**config.mk**
```make
export PLATFORM = sky130hd
export DESIGN_NAME = dma_engine
export DESIGN_NICKNAME = d
export VERILOG_FILES = /design/src/design/soc_pkg.sv /design/src/design/dma_engine.sv
export SDC_FILE = /design/constraint.sdc
export NUM_CORES = 1
export LEC_CHECK = 0
export BUFFER_PORTS_ARGS = -buffer_cell sky130_fd_sc_hd__buf_2
export CORE_AREA = 3 3 125 127
export CTS_CLUSTER_DIAMETER = 80
export DETAILED_ROUTE_END_ITERATION = 10
export DIE_AREA = 0 0 128 130
export PLACE_DENSITY_LB_ADDON = 0.15
export SLEW_MARGIN = 20
export SYNTH_ARGS = -nofsm -noshare
export SYNTH_HDL_FRONTEND = slang
export SYNTH_SLANG_ARGS = --single-unit
```
**constraint.sdc**
```tcl
create_clock -name clk100mhz_i -period 7.1 [get_ports clk100mhz_i]
set_clock_uncertainty 0.2 [all_clocks]
set_input_delay 0 -clock clk100mhz_i [delete_from_list [all_inputs] [get_ports clk100mhz_i]]
set_output_delay 0 -clock clk100mhz_i [all_outputs]
set_load 0.005 [all_outputs]
```
**src/design/soc_pkg.sv**
```systemverilog
// ==================================================
// SoC bus package
// Bus widths, pi1 op codes, slave indices, the
// address map and the device table contents.
// ==================================================

package soc_pkg;

	localparam int ARCH_BITS = 32;
	localparam int SEL_BITS  = ARCH_BITS / 8;
	localparam int ADDR_BITS = 30;

	typedef logic [ARCH_BITS-1:0] data_t;
	typedef logic [SEL_BITS-1:0]  sel_t;
	typedef logic [ADDR_BITS-1:0] addr_t;

	// Read-modify-write is not supported on this bus.
	typedef enum logic [1:0] {
		PI1_NOP = 2'd0,
		PI1_WR  = 2'd1,
		PI1_RD  = 2'd2
	} pi1_op_t;

	typedef enum logic [2:0] {
		S_RAM     = 3'd0,
		S_DEVTBL  = 3'd1,
		S_DMA     = 3'd2,
		S_GPIO    = 3'd3,
		S_INVALID = 3'd4
	} slave_e;

	localparam int SLAVE_COUNT = 5;

	// Word address map; every region spans a power of two words.
	localparam addr_t RAM_BASE      = 30'h000;
	localparam int    RAM_WORDS     = 1024;
	localparam addr_t DEVTBL_BASE   = 30'h400;
	localparam int    DEVTBL_WORDS  = 32;
	localparam addr_t DMA_BASE      = 30'h420;
	localparam int    DMA_WORDS     = 4;
	localparam addr_t GPIO_BASE     = 30'h424;
	localparam int    GPIO_WORDS    = 2;
	localparam int    INVALID_WORDS = 1024;

	function automatic data_t dev_id(input slave_e s);
		case (s)
			S_RAM:    dev_id = 32'd1;
			S_DEVTBL: dev_id = 32'd7;
			S_DMA:    dev_id = 32'd2;
			S_GPIO:   dev_id = 32'd6;
			default:  dev_id = 32'd0;
		endcase
	endfunction

	function automatic data_t dev_mapsz(input slave_e s);
		case (s)
			S_RAM:    dev_mapsz = data_t'(RAM_WORDS);
			S_DEVTBL: dev_mapsz = data_t'(DEVTBL_WORDS);
			S_DMA:    dev_mapsz = data_t'(DMA_WORDS);
			S_GPIO:   dev_mapsz = data_t'(GPIO_WORDS);
			default:  dev_mapsz = data_t'(INVALID_WORDS);
		endcase
	endfunction

endpackage

```
**src/design/dma_engine.sv**
```systemverilog
// ==================================================
// DMA engine
// Register slave for source, destination, length and
// status, and a bus master that copies one word per
// read/write pair until the length runs out.
// ==================================================
`timescale 1ns/10ps

module dma_engine import soc_pkg::*; #(
	parameter int DMA_LEN_BITS = 16
) (
	 input  logic    clk100mhz_i
	,input  logic    rst_p
	,input  pi1_op_t s_op_i
	,input  addr_t   s_addr_i
	,input  data_t   s_wdata_i
	,output data_t   s_rdata_o
	,output logic    s_rdy_o
	,output pi1_op_t m_op_o
	,output addr_t   m_addr_o
	,output data_t   m_wdata_o
	,output sel_t    m_sel_o
	,input  data_t   m_rdata_i
	,input  logic    m_rdy_i
);

	localparam logic [1:0] ST_IDLE = 2'd0;
	localparam logic [1:0] ST_RD   = 2'd1;
	localparam logic [1:0] ST_WR   = 2'd2;

	logic [1:0]              state_q;
	addr_t                   src_q;
	addr_t                   dst_q;
	logic [DMA_LEN_BITS-1:0] len_q;
	data_t                   buf_q;
	data_t                   rdata_q;
	logic                    rdy_q;
	logic                    busy;
	logic                    s_req;

	assign busy  = (state_q != ST_IDLE);
	assign s_req = (s_op_i != PI1_NOP) && !rdy_q;

	// Register port; the held op is ignored during the rdy cycle.
	always_ff @(posedge clk100mhz_i) begin
		if (rst_p)
			rdy_q <= 1'b0;
		else
			rdy_q <= s_req;
	end

	always_ff @(posedge clk100mhz_i) begin
		if (s_req && s_op_i == PI1_RD) begin
			case (s_addr_i[1:0])
				2'd0:    rdata_q <= data_t'(src_q);
				2'd1:    rdata_q <= data_t'(dst_q);
				2'd2:    rdata_q <= data_t'(len_q);
				default: rdata_q <= data_t'(busy);
			endcase
		end
	end

	assign s_rdata_o = rdata_q;
	assign s_rdy_o   = rdy_q;

	// Copy FSM. Configuration writes only land while idle.
	always_ff @(posedge clk100mhz_i) begin
		if (rst_p) begin
			state_q <= ST_IDLE;
			src_q   <= '0;
			dst_q   <= '0;
			len_q   <= '0;
		end else begin
			case (state_q)
				ST_IDLE: begin
					if (s_req && s_op_i == PI1_WR) begin
						case (s_addr_i[1:0])
							2'd0: src_q <= addr_t'(s_wdata_i);
							2'd1: dst_q <= addr_t'(s_wdata_i);
							2'd2: begin
								len_q <= s_wdata_i[DMA_LEN_BITS-1:0];
								if (s_wdata_i[DMA_LEN_BITS-1:0] != '0)
									state_q <= ST_RD;
							end
							default: ;
						endcase
					end
				end
				ST_RD: begin
					if (m_rdy_i) begin
						src_q   <= src_q + 1'b1;
						state_q <= ST_WR;
					end
				end
				default: begin
					if (m_rdy_i) begin
						dst_q <= dst_q + 1'b1;
						len_q <= len_q - 1'b1;
						// Last word done.
						state_q <= (len_q == 1) ? ST_IDLE : ST_RD;
					end
				end
			endcase
		end
	end

	always_ff @(posedge clk100mhz_i) begin
		if (state_q == ST_RD && m_rdy_i)
			buf_q <= m_rdata_i;
	end

	always_comb begin
		case (state_q)
			ST_RD:   m_op_o = PI1_RD;
			ST_WR:   m_op_o = PI1_WR;
			default: m_op_o = PI1_NOP;
		endcase
	end

	assign m_addr_o  = (state_q == ST_WR) ? dst_q : src_q;
	assign m_wdata_o = buf_q;
	assign m_sel_o   = '1;

endmodule

```
# Word-level counts from Yosys, hierarchy flattened
# Cells that the tools add are included.
# word_totals
regBits	143
latch_bits	0
mem_bits_rw	0
rom_bits	0
inputBits	99
word_cells	62
n_memories	0
# op_classes
add_sub_neg	3
n_mul	0
div	0
order_cmp	0
eq_ne	13
n_shift	0
muxes	22
n_bitwise	1
reduce_logical	16
# op_table
op	n
30-bit two-way mux	7
30-bit case mux with 2 select lines	2
30-bit case mux with 3 select lines	1
30-bit by 1-bit adder with 30-bit output, second input constant	2
16-bit two-way mux	3
16-bit case mux with 2 select lines	1
16-bit by 1-bit equality test with 1-bit output, second input constant	1
16-bit nonzero test	1
16-bit by 1-bit subtractor with 16-bit output, second input constant	1
4-bit AND reduction	3
2-bit two-way mux	5
2-bit case mux with 2 select lines	2
2-bit nonzero test	4
2-bit by 1-bit equality test with 1-bit output, second input constant	3
2-bit equality test, second input constant	3
2-bit by 1-bit != test with 1-bit output, second input constant	3
2-bit != test, second input constant	3
5-bit AND reduction	1
1-bit logical AND	4
2-bit zero test	2
1-bit zero test	1
1-bit two-way mux	1
1-bit NOT	1

# Depth between registers and ports, before layout
# Gate-level depths: netlist of the first run.
# logic_depth
ltp_word	5
mapped_depth	9
mapped_depth_nobuf	6

# Least setup slack after synthesis of the first run
# No wires, ideal clock.
# synth_path
path_kind	register to register
from	reg rdy_q (netlist: s_rdy_o)
to	reg rdata_q[0] (netlist: s_rdata_o[0]), enable pin
arrival_ps	2587
setup_slack_ps	3852
stages_incl_launch_ff	2
path_buffers	0
synth_period_minus_slack_ps	3248
cell_sequence	dfxtp_1 -> nor3b_1
# synth_via
elab_chain_len	3
# synth_rtl
item	line_no	rtl
start, declared	dma_engine.sv:37	logic rdy_q;
start signal, assigned	dma_engine.sv:49	rdy_q <= s_req;
1-bit zero test	dma_engine.sv:42	assign s_req = (s_op_i != PI1_NOP) && !rdy_q;
1-bit logical AND	dma_engine.sv:42	
1-bit logical AND	dma_engine.sv:53	if (s_req && s_op_i == PI1_RD) begin
end signal, assigned	dma_engine.sv:55	2'd0: rdata_q <= data_t'(src_q);
end signal, assigned	dma_engine.sv:56	2'd1: rdata_q <= data_t'(dst_q);
end signal, assigned	dma_engine.sv:57	2'd2: rdata_q <= data_t'(len_q);
end, declared	dma_engine.sv:36	data_t rdata_q;
# Every way passes these cells.
# A chain may end at the register's enable or synchronous reset.

# Worst setup path after layout of the first run
# layout_path
from	reg state_q[1]
to	reg src_q[25]
# layout_via
elab_chain_len	3
# layout_rtl
item	line_no	rtl
start, declared	dma_engine.sv:31	logic [1:0] state_q;
start signal, assigned	dma_engine.sv:100	state_q <= (len_q == 1) ? ST_IDLE : ST_RD;
2-bit by 1-bit equality test with 1-bit output / 2-bit zero test (equally long branches)	dma_engine.sv:74	case (state_q)
2-bit != test (no source line), or another cell as far along	--	
4-bit AND reduction (no source line)	--	
end signal, assigned	dma_engine.sv:78	2'd0: src_q <= addr_t'(s_wdata_i);
end signal, assigned	dma_engine.sv:91	src_q <= src_q + 1'b1;
end, declared	dma_engine.sv:32	addr_t src_q;
# Several ways; a longest one is shown, not always the timed one.

==> impl_metrics.json, run 1 <==
{
  "status": "complete, no violations",
  "syn_area_sq_um": 7940,
  "ctsHtreeMaxLevel": 4,
  "grt_pass1_vias": 7268,
  "ioPinCount": 200,
  "hold_path.class": "input port to flip-flop",
  "seq_area_frac_synth_pct": 43.4,
  "top_layer_used": "met4",
  "overflow": 0,
  "ant_nets": 0,
  "cts_buffers": 17,
  "setup_ws_ps": 3910,
  "avgSynthCellArea_sq_um": 8.75,
  "synthCells": 907,
  "met2WireLength_microns": 11300,
  "ys_ff_latch": 141,
  "end_kind": "flip-flop",
  "routed_wl_microns": 25400,
  "port_buffers": 163,
  "final_cell_mix": "163 x buf_2, 91 x nand2_1, 88 x nor2_1",
  "min_period_ps": 3190,
  "tightest_slew_ps": 1020,
  "fp.dieArea_sq_um": 16600,
  "rows": 44,
  "ys_types": 68,
  "powerDensity_nw_per_um2": 190,
  "wl_met3_microns": 3030,
  "die_y_microns": 130,
  "maxSlewViolCount": 0,
  "final_hold_viol_count": 0,
  "synth-edff-count": 62,
  "wl_met1_microns": 10500,
  "synth-xor-area-share_pct": 0,
  "cts_sinks": 141,
  "coreArea_sq_um": 14500,
  "synthAdderAreaFrac_pct": 0.630,
  "drt_pre_antenna_iters": 6,
  "synthFlopType": "dfxtp_1",
  "cap_violations": 0,
  "layout_worst_path_cycle_share_pct": 45.0,
  "ys_warn_count": 0,
  "dp_hpwl_microns": 16800,
  "synth_compound_gate_area_share_pct": 20.3,
  "gp_congestion": 0.938,
  "track_usage_pct": 30.5,
  "wl_per_cell_microns": 19.6,
  "cts_buffer_depth": 2,
  "start_util_pct": 54.6,
  "cp-startpoint": "state_q[1]$_SDFFE_PP0P_",
  "die_w_microns": 128,
  "post-place-ws_ps": 3960,
  "vias": 8056,
  "cts.clk_slew.worst_paths_ps": 60,
  "synth.area.mux_share_pct": 7.91,
  "drt_iter0_markers": 1154,
  "antenna_found_initial": 0,
  "cp.arrival_ps": 3310,
  "async_reset_ff_share_pct": 0,
  "tns_ps": 0,
  "area_growth_pct": 25.4,
  "final_util_pct": 68.5,
  "grt_pass1_wl_microns": 40000,
  "viasPerCell": 6.23,
  "mostFrequentLayoutCell": "buf_2",
  "synth_top_family_by_area": "simple AND/OR/NAND/NOR gates",
  "grt_max_degree": 84,
  "fmax_mhz": 313,
  "critPathKind": "flip-flop to flip-flop",
  "max_slew_margin_pct": 31.5,
  "leakage_nw": 3.83,
  "synthSimpleGateAreaFrac_pct": 22.3,
  "rsz0062_at_grt": "no",
  "min_from": "s_addr_i[1]",
  "clk_latency_ps": 430,
  "hold_slack_ps": 6.59,
  "fin_nets": 1200,
  "root_buffer": "clkbuf_16",
  "drc": 0,
  "crit_fanout": 34,
  "diodes": 0,
  "ir_drop_v": 0.000132,
  "layout-drive-gt1-share_pct": 23.4,
  "cp-start-kind": "flip-flop",
  "crit_required_ps": 7220,
  "cts_tree": "built",
  "setup_viol": 0,
  "reg2reg_from": "state_q[1]$_SDFFE_PP0P_"
}
==> registers in the layout (all words and copies together) (netlist names) <==
| signal | count |
|---|---|
| s_rdata_o | 30 |
| len_q | 16 |
| s_rdy_o | 1 |
| m_wdata_o | 32 |
| state_q | 2 |
| src_q | 30 |
| dst_q | 30 |
==> through the flow <==
stage,instances,instance area [sq um],total power [mW]
after detailed placement,1194,8750,1.07
after global routing,1294,9950,1.95
after floorplan,911,7950,1.00
after CTS,1294,9950,1.89
after global placement,1194,8750,1.07
final,1294,9950,1.89
==> kinds of logic after synthesis <==
group                    Yosys count
other                              2
buffers and inverters             91
flip-flops                       141
AO/OA/AOI/OAI                    256
multiplexers                      58
AND/OR/NAND/NOR                  355
adder cells (fa/ha/maj)            4
==> worst max-delay path, cell delays in order, from the launching register on <==
cell and delay, ps:
dfxtp_1 560, nand2b_1 190, clkinv_1 790, a32oi_1 480, buf_4 370, nor2_1 70
mux2_2 260, a21o_1 170
==> timing repair <==
item                                   4_1_cts  5_1_grt
endpoints found under the hold margin      110        0
buffers inserted                             0        0
hold buffers                                68        0
gates resized for setup                      0        0
==> routing by layer <==
layer	vias up	global-route usage [%]
met4	0	10.2
met1	3705	43.6
met3	53	6.71
li1	3807	-
met2	491	46.1
met5	-	0
==> final cells by class <==
type / count / area [sq um]
repair buffers: 244 / 1590
clock inverters: 15 / 98.8
well taps: 184 / 230
clock buffers: 17 / 425
inverters: 14 / 52.6
fillers: 1178 / 4580
flip-flops and latches: 141 / 3440
multi-input cells: 679 / 4110
==> synthesized netlist by cell type, drive strengths merged (12+ instances only) <==
master | instances | share of area, %
nand2 | 91 | 4.3
nor2 | 89 | 4.2
dfxtp | 79 | 20
o21ai | 73 | 4.6
a21oi | 69 | 4.3
edfxtp | 62 | 23
clkbuf | 56 | 3.0
nand3 | 39 | 2.5
mux2i | 29 | 3.7
mux2 | 28 | 4.0
nand4 | 24 | 1.9
a31oi | 21 | 1.7
and3 | 20 | 1.6
buf | 19 | 1.4
nor3 | 19 | 1.2
nor4 | 19 | 1.7
or4 | 15 | 1.5
a22oi | 12 | 1.1
inv | 12 | 0.57
==> worst paths after layout <==
path | slack [ps] | cells after the start | to
worst max-delay path | 3910 | 7 | src_q[25]$_SDFFE_PP0P_
worst min-delay path | 7 | 2 | s_rdata_o[26]$_DFFE_PP_
worst max register to register | 3910 | 7 | src_q[25]$_SDFFE_PP0P_
worst min register to register | 300 | 2 | len_q[5]$_SDFFE_PP0P_
==> power breakdown <==
| group | internal, mW | switching [mW] |
|---|---|---|
| logic | 0.0901 | 0.110 |
| clock network | 0.442 | 0.359 |
| registers | 0.867 | 0.0229 |
| total | 1.40 | 0.492 |
(Power assumes the default switching activity.)
==> inputs of run 2 (changes only) <==
- CORE_AREA: 3 3 125 127 -> 3 3 126 128
- DIE_AREA: 0 0 128 130 -> 0 0 129 131
- clock period: 7.1 -> 2.95 ns (I/O delays scaled with it)
==> run 2 against run 1 <==
Die area grew 1.6%; routed wire length grew 7.0%; non-clock buffer count grew 28; clock power grew to 2.5 times the previous value; sequential power grew 140%; register-to-register slack lost 3800 ps.
==> impl_metrics.json, run 2 (synthesis results as in run 1) <==
{
  "root_buffer": "clkbuf_16",
  "die_y_microns": 131,
  "cts_buffer_depth": 2,
  "drc": 0,
  "layout_worst_path_cycle_share_pct": 96.2,
  "start_util_pct": 53.0,
  "drt_iter0_markers": 1086,
  "vias": 8358,
  "ioPinCount": 200,
  "final_hold_viol_count": 0,
  "fp.dieArea_sq_um": 16900,
  "clk_latency_ps": 420,
  "numPlacedInstances": 1218,
  "end_kind": "flip-flop",
  "fin_nets": 1228,
  "setup_viol": 0,
  "r2r_setup_slack_ps": 110,
  "viasPerCell": 6.30,
  "rows": 45,
  "cts_buffers": 17,
  "gp_congestion": 0.954,
  "diodes": 0,
  "multi_input_area_sq_um": 4130,
  "max_slew_margin_pct": 48.5,
  "min_period_ps": 2840,
  "track_usage_pct": 31.6,
  "cts_tree": "built",
  "area_growth_pct": 29.1,
  "hold_path.class": "input port to flip-flop",
  "port_buffers": 163,
  "cts.clk_slew.worst_paths_ps": 70,
  "n_fill_cell": 1243,
  "ctsHtreeMaxLevel": 4,
  "cap_violations": 0,
  "layout-drive-gt1-share_pct": 25.3,
  "maxSlewViolCount": 0,
  "regArea_sq_um": 3440,
  "critPathKind": "flip-flop to flip-flop",
  "die_w_microns": 129,
  "final_area_sq_um": 10200,
  "status": "complete, no violations",
  "dp_hpwl_microns": 18100,
  "grt_max_degree": 42,
  "drt_pre_antenna_iters": 5,
  "coreArea_sq_um": 15000,
  "fmax_mhz": 352,
  "powerDensity_nw_per_um2": 457,
  "ant_nets": 0,
  "overflow": 0,
  "crit_required_ps": 3120,
  "cts_sinks": 141,
  "largest_register_ff_count": 32,
  "hold_slack_ps": 42.5,
  "dpl_cell_area_sq_um": 8930,
  "wl_per_cell_microns": 20.5,
  "cp.arrival_ps": 3000,
  "antenna_found_initial": 0,
  "finalNonFillerCells": 1326,
  "final_cell_mix": "163 x buf_2, 91 x nand2_1, 88 x nor2_1",
  "mostFrequentLayoutCell": "buf_2",
  "grt_pass1_vias": 7535,
  "grt_pass1_wl_microns": 41600,
  "tns_ps": 0,
  "ir_drop_v": 0.000326,
  "cp-start-kind": "flip-flop",
  "crit_fanout": 6,
  "rsz0062_at_grt": "no",
  "final_util_pct": 68.4,
  "leakage_nw": 4.01,
  "routed_wl_microns": 27200,
  "tightest_slew_ps": 772
}
==> run 2: cell count changes in the layout (fill, tap and decap cells not counted), moves of 2 or more <==
cell / previous run / this run
inv_6: 2 / 7
clkinv_2: 3 / 1
inv_8: 0 / 2
clkinv_1: 5 / 2
buf_4: 13 / 36
buf_12: 0 / 2
dlygate4sd3_1: 68 / 71
==> run 2: worst paths after layout <==
| path | cells past startpoint | end | startpoint |
|---|---|---|---|
| worst max-delay path | 6 | src_q[27]$_SDFFE_PP0P_ | src_q[13]$_SDFFE_PP0P_ |
| worst min-delay path | 3 | s_rdata_o[27]$_DFFE_PP_ | s_op_i[0] |
| worst max register to register | 6 | src_q[27]$_SDFFE_PP0P_ | src_q[13]$_SDFFE_PP0P_ |
| worst min register to register | 2 | len_q[1]$_SDFFE_PP0P_ | len_q[1]$_SDFFE_PP0P_ |
==> run 2: per-stage QoR <==
| stage | power, mW | setup WS (ps) |
|---|---|---|
| floorplan | 2.42 | 531 |
| global placement | 2.59 | 487 |
| detailed placement | 2.60 | 465 |
| CTS | 4.67 | 82.2 |
| global route | 4.82 | 24.6 |
| finish | 4.68 | 113 |
==> run 2: where the power goes <==
group | internal, mW | total [mW] | switching (mW)
clock network | 1.10 | 2.04 | 0.934
logic | 0.228 | 0.504 | 0.276
registers | 2.09 | 2.14 | 0.0519
total | 3.42 | 4.68 | 1.26
==> run 2: area by class of cell <==
| class | instances | share of cell area [%] |
|---|---|---|
| Multi-Input combinational cell | 679 | 40.3 |
| Sequential cell | 141 | 33.6 |
| Timing Repair Buffer | 272 | 17.9 |
| Clock buffer | 17 | 4.15 |
| Tap cell | 188 | 2.30 |
| Clock inverter | 15 | 1.25 |
| Inverter | 14 | 0.513 |
==> run 2: repair_timing <==
action | in CTS | in global routing
hold buffers | 71 | 0
setup endpoints to repair | 0 | 1
buffers inserted | 0 | 5
gates resized for setup | 0 | 2
endpoints found under the hold margin | 111 | 0
==> run 2: critical path, stage by stage, from the launching register on <==
cell and delay (ps):
dfxtp_1 430, nand4_1 340, nor4_4 450, nand4_1 240, or4_1 460, o211ai_1 90, dlygate4sd3_1 570
==> run 2: metal layers <==
| metal | vias up | global-route usage [%] | share of wire (%) |
|---|---|---|---|
| met5 | - | 0 | 0 |
| met3 | 65 | 5.28 | 11 |
| met4 | 0 | 12.4 | 3.2 |
| met1 | 3886 | 45.1 | 41 |
| li1 | 3851 | - | - |
| met2 | 556 | 48.3 | 45 |
==> inputs of run 3 (changes only) <==
- BUFFER_PORTS_ARGS: -buffer_cell sky130_fd_sc_hd__buf_2 -> -buffer_cell sky130_fd_sc_hd__buf_4
==> run 3 against run 2 <==
Global-route usage grew 0.47 points; first-iteration DRC count grew 6.7%; final area grew 4.2%; critical path type unchanged; largest power group is now clock; highest routed layer unchanged.
==> impl_metrics.json, run 3 (synthesis results as in run 1) <==
{
  "hold_slack_ps": 20.9,
  "leakage_nw": 4.13,
  "largest_register_ff_count": 32,
  "tightest_slew_ps": 789,
  "tns_ps": 0,
  "cts_sinks": 141,
  "finalNonFillerCells": 1328,
  "min_period_ps": 2840,
  "diodes": 0,
  "reg2reg_from": "src_q[1]$_SDFFE_PP0P_",
  "clk_latency_ps": 430,
  "ir_drop_v": 0.000365,
  "max_slew_margin_pct": 47.4,
  "critPathKind": "flip-flop to flip-flop",
  "cap_violations": 0,
  "cts.clk_slew.worst_paths_ps": 60,
  "grt_pass1_vias": 7622,
  "maxSlewViolCount": 0,
  "crit_path_top_delay_cell": "dlygate4sd3_1",
  "cts_buffers": 17,
  "drt_iter0_markers": 1159,
  "min_from": "s_op_i[0]",
  "grt_max_degree": 48,
  "cp-startpoint": "src_q[1]$_SDFFE_PP0P_",
  "setup_viol": 0,
  "final_cell_mix": "199 x buf_4, 91 x nand2_1, 88 x nor2_1",
  "hold_path.class": "input port to flip-flop",
  "cts_tree": "built",
  "post-place-ws_ps": 480,
  "drt_pre_antenna_iters": 5,
  "status": "complete, no violations",
  "start_util_pct": 53.0,
  "powerDensity_nw_per_um2": 453,
  "p_total_mw": 4.84,
  "cts_buffer_depth": 2,
  "ctsHtreeMaxLevel": 4,
  "ioPinCount": 200,
  "viasPerCell": 6.33,
  "ant_nets": 0,
  "port_buffers": 163,
  "layout-drive-gt1-share_pct": 25.2,
  "die_y_microns": 131,
  "grt_pass1_wl_microns": 42100,
  "final_hold_viol_count": 0,
  "die_w_microns": 129,
  "gp_congestion": 0.930,
  "crit_path_max_incr_delay_ps": 570,
  "fmax_mhz": 353,
  "rows": 45,
  "vias": 8401,
  "track_usage_pct": 32.1,
  "fin_nets": 1230,
  "area_growth_pct": 34.5,
  "wl_per_cell_microns": 20.7,
  "crit_fanout": 10,
  "cp-start-kind": "flip-flop",
  "dp_hpwl_microns": 18300,
  "crit_required_ps": 3070,
  "cp.arrival_ps": 2950,
  "fp.dieArea_sq_um": 16900,
  "setup_ws_ps": 114,
  "root_buffer": "clkbuf_16",
  "drc": 0,
  "overflow": 0,
  "routed_wl_microns": 27500,
  "layout_worst_path_cycle_share_pct": 96.1,
  "coreArea_sq_um": 15000,
  "crit_chain": "ha_1, nand4_1, nor3_1, buf_4, nand3_1, mux2_2, o21ai_0, dlygate4sd3_1",
  "antenna_found_initial": 0,
  "mostFrequentLayoutCell": "buf_4",
  "numPlacedInstances": 1218,
  "end_kind": "flip-flop"
}
## run 3: cell count changes in the layout (fill, tap and decap cells not counted), sizes merged
cell / before / now
clkinvlp: 4 / 5
buf: 201 / 199
clkinv: 4 / 2
bufinv: 0 / 1
dlygate4sd3: 71 / 75
## run 3: worst paths after layout
kind                            endpoint  cells past startpoint  slack (ps)
setup / recovery  src_q[28]$_SDFFE_PP0P_                      8         110
hold reg to reg    len_q[1]$_SDFFE_PP0P_                      2         290
setup reg to reg  src_q[28]$_SDFFE_PP0P_                      8         110
hold / removal    s_rdata_o[4]$_DFFE_PP_                      3          20
## run 3: critical path: cells and delay by family, from the launching register on
kind            cells  cell delay [ps]
mux                 1              280
buf+inv             2              780
compound gates      1               60
flops               1              470
simple gates        3              660
fa+ha+maj           1              270
## run 3: cell type report
| cell class | count | area, sq um |
|---|---|---|
| Tap cell | 188 | 235 |
| Inverter | 14 | 52.6 |
| Sequential cell | 141 | 3440 |
| Timing Repair Buffer | 274 | 2240 |
| Clock buffer | 17 | 425 |
| Clock inverter | 15 | 151 |
| Multi-Input combinational cell | 679 | 4130 |
| Fill cell | 1184 | 4300 |
## run 3: repair_timing
action                                 in CTS  in global routing
buffers inserted                            0                  3
gates resized for setup                     0                  3
endpoints found under the hold margin     131                  0
setup endpoints to repair                   0                  2
hold buffers                               75                  0
## run 3: power breakdown
part	switching [mW]	internal, mW	total (mW)	leakage (nW)
clock network	0.958	1.19	2.15	0.268
registers	0.0557	2.09	2.14	1.21
logic	0.281	0.269	0.549	2.65
total	1.29	3.54	4.84	4.13
## run 3: layer usage
| layer | GRT usage [%] | vias up | wire [microns] |
|---|---|---|---|
| met5 | 0 | - | 0 |
| met4 | 12.0 | 0 | 850 |
| met3 | 7.89 | 71 | 3250 |
| met2 | 49.3 | 556 | 12200 |
| met1 | 44.1 | 3910 | 11200 |
| li1 | - | 3864 | - |
## run 3: metrics by stage
step / utilization, % / cell area [sq um]
2_1_floorplan: - / 7960
3_3_place_gp: 62.2 / 9320
3_5_place_dp: 62.2 / 9320
4_1_cts: 71.1 / 10600
5_1_grt: 71.3 / 10700
6_report: 71.3 / 10700
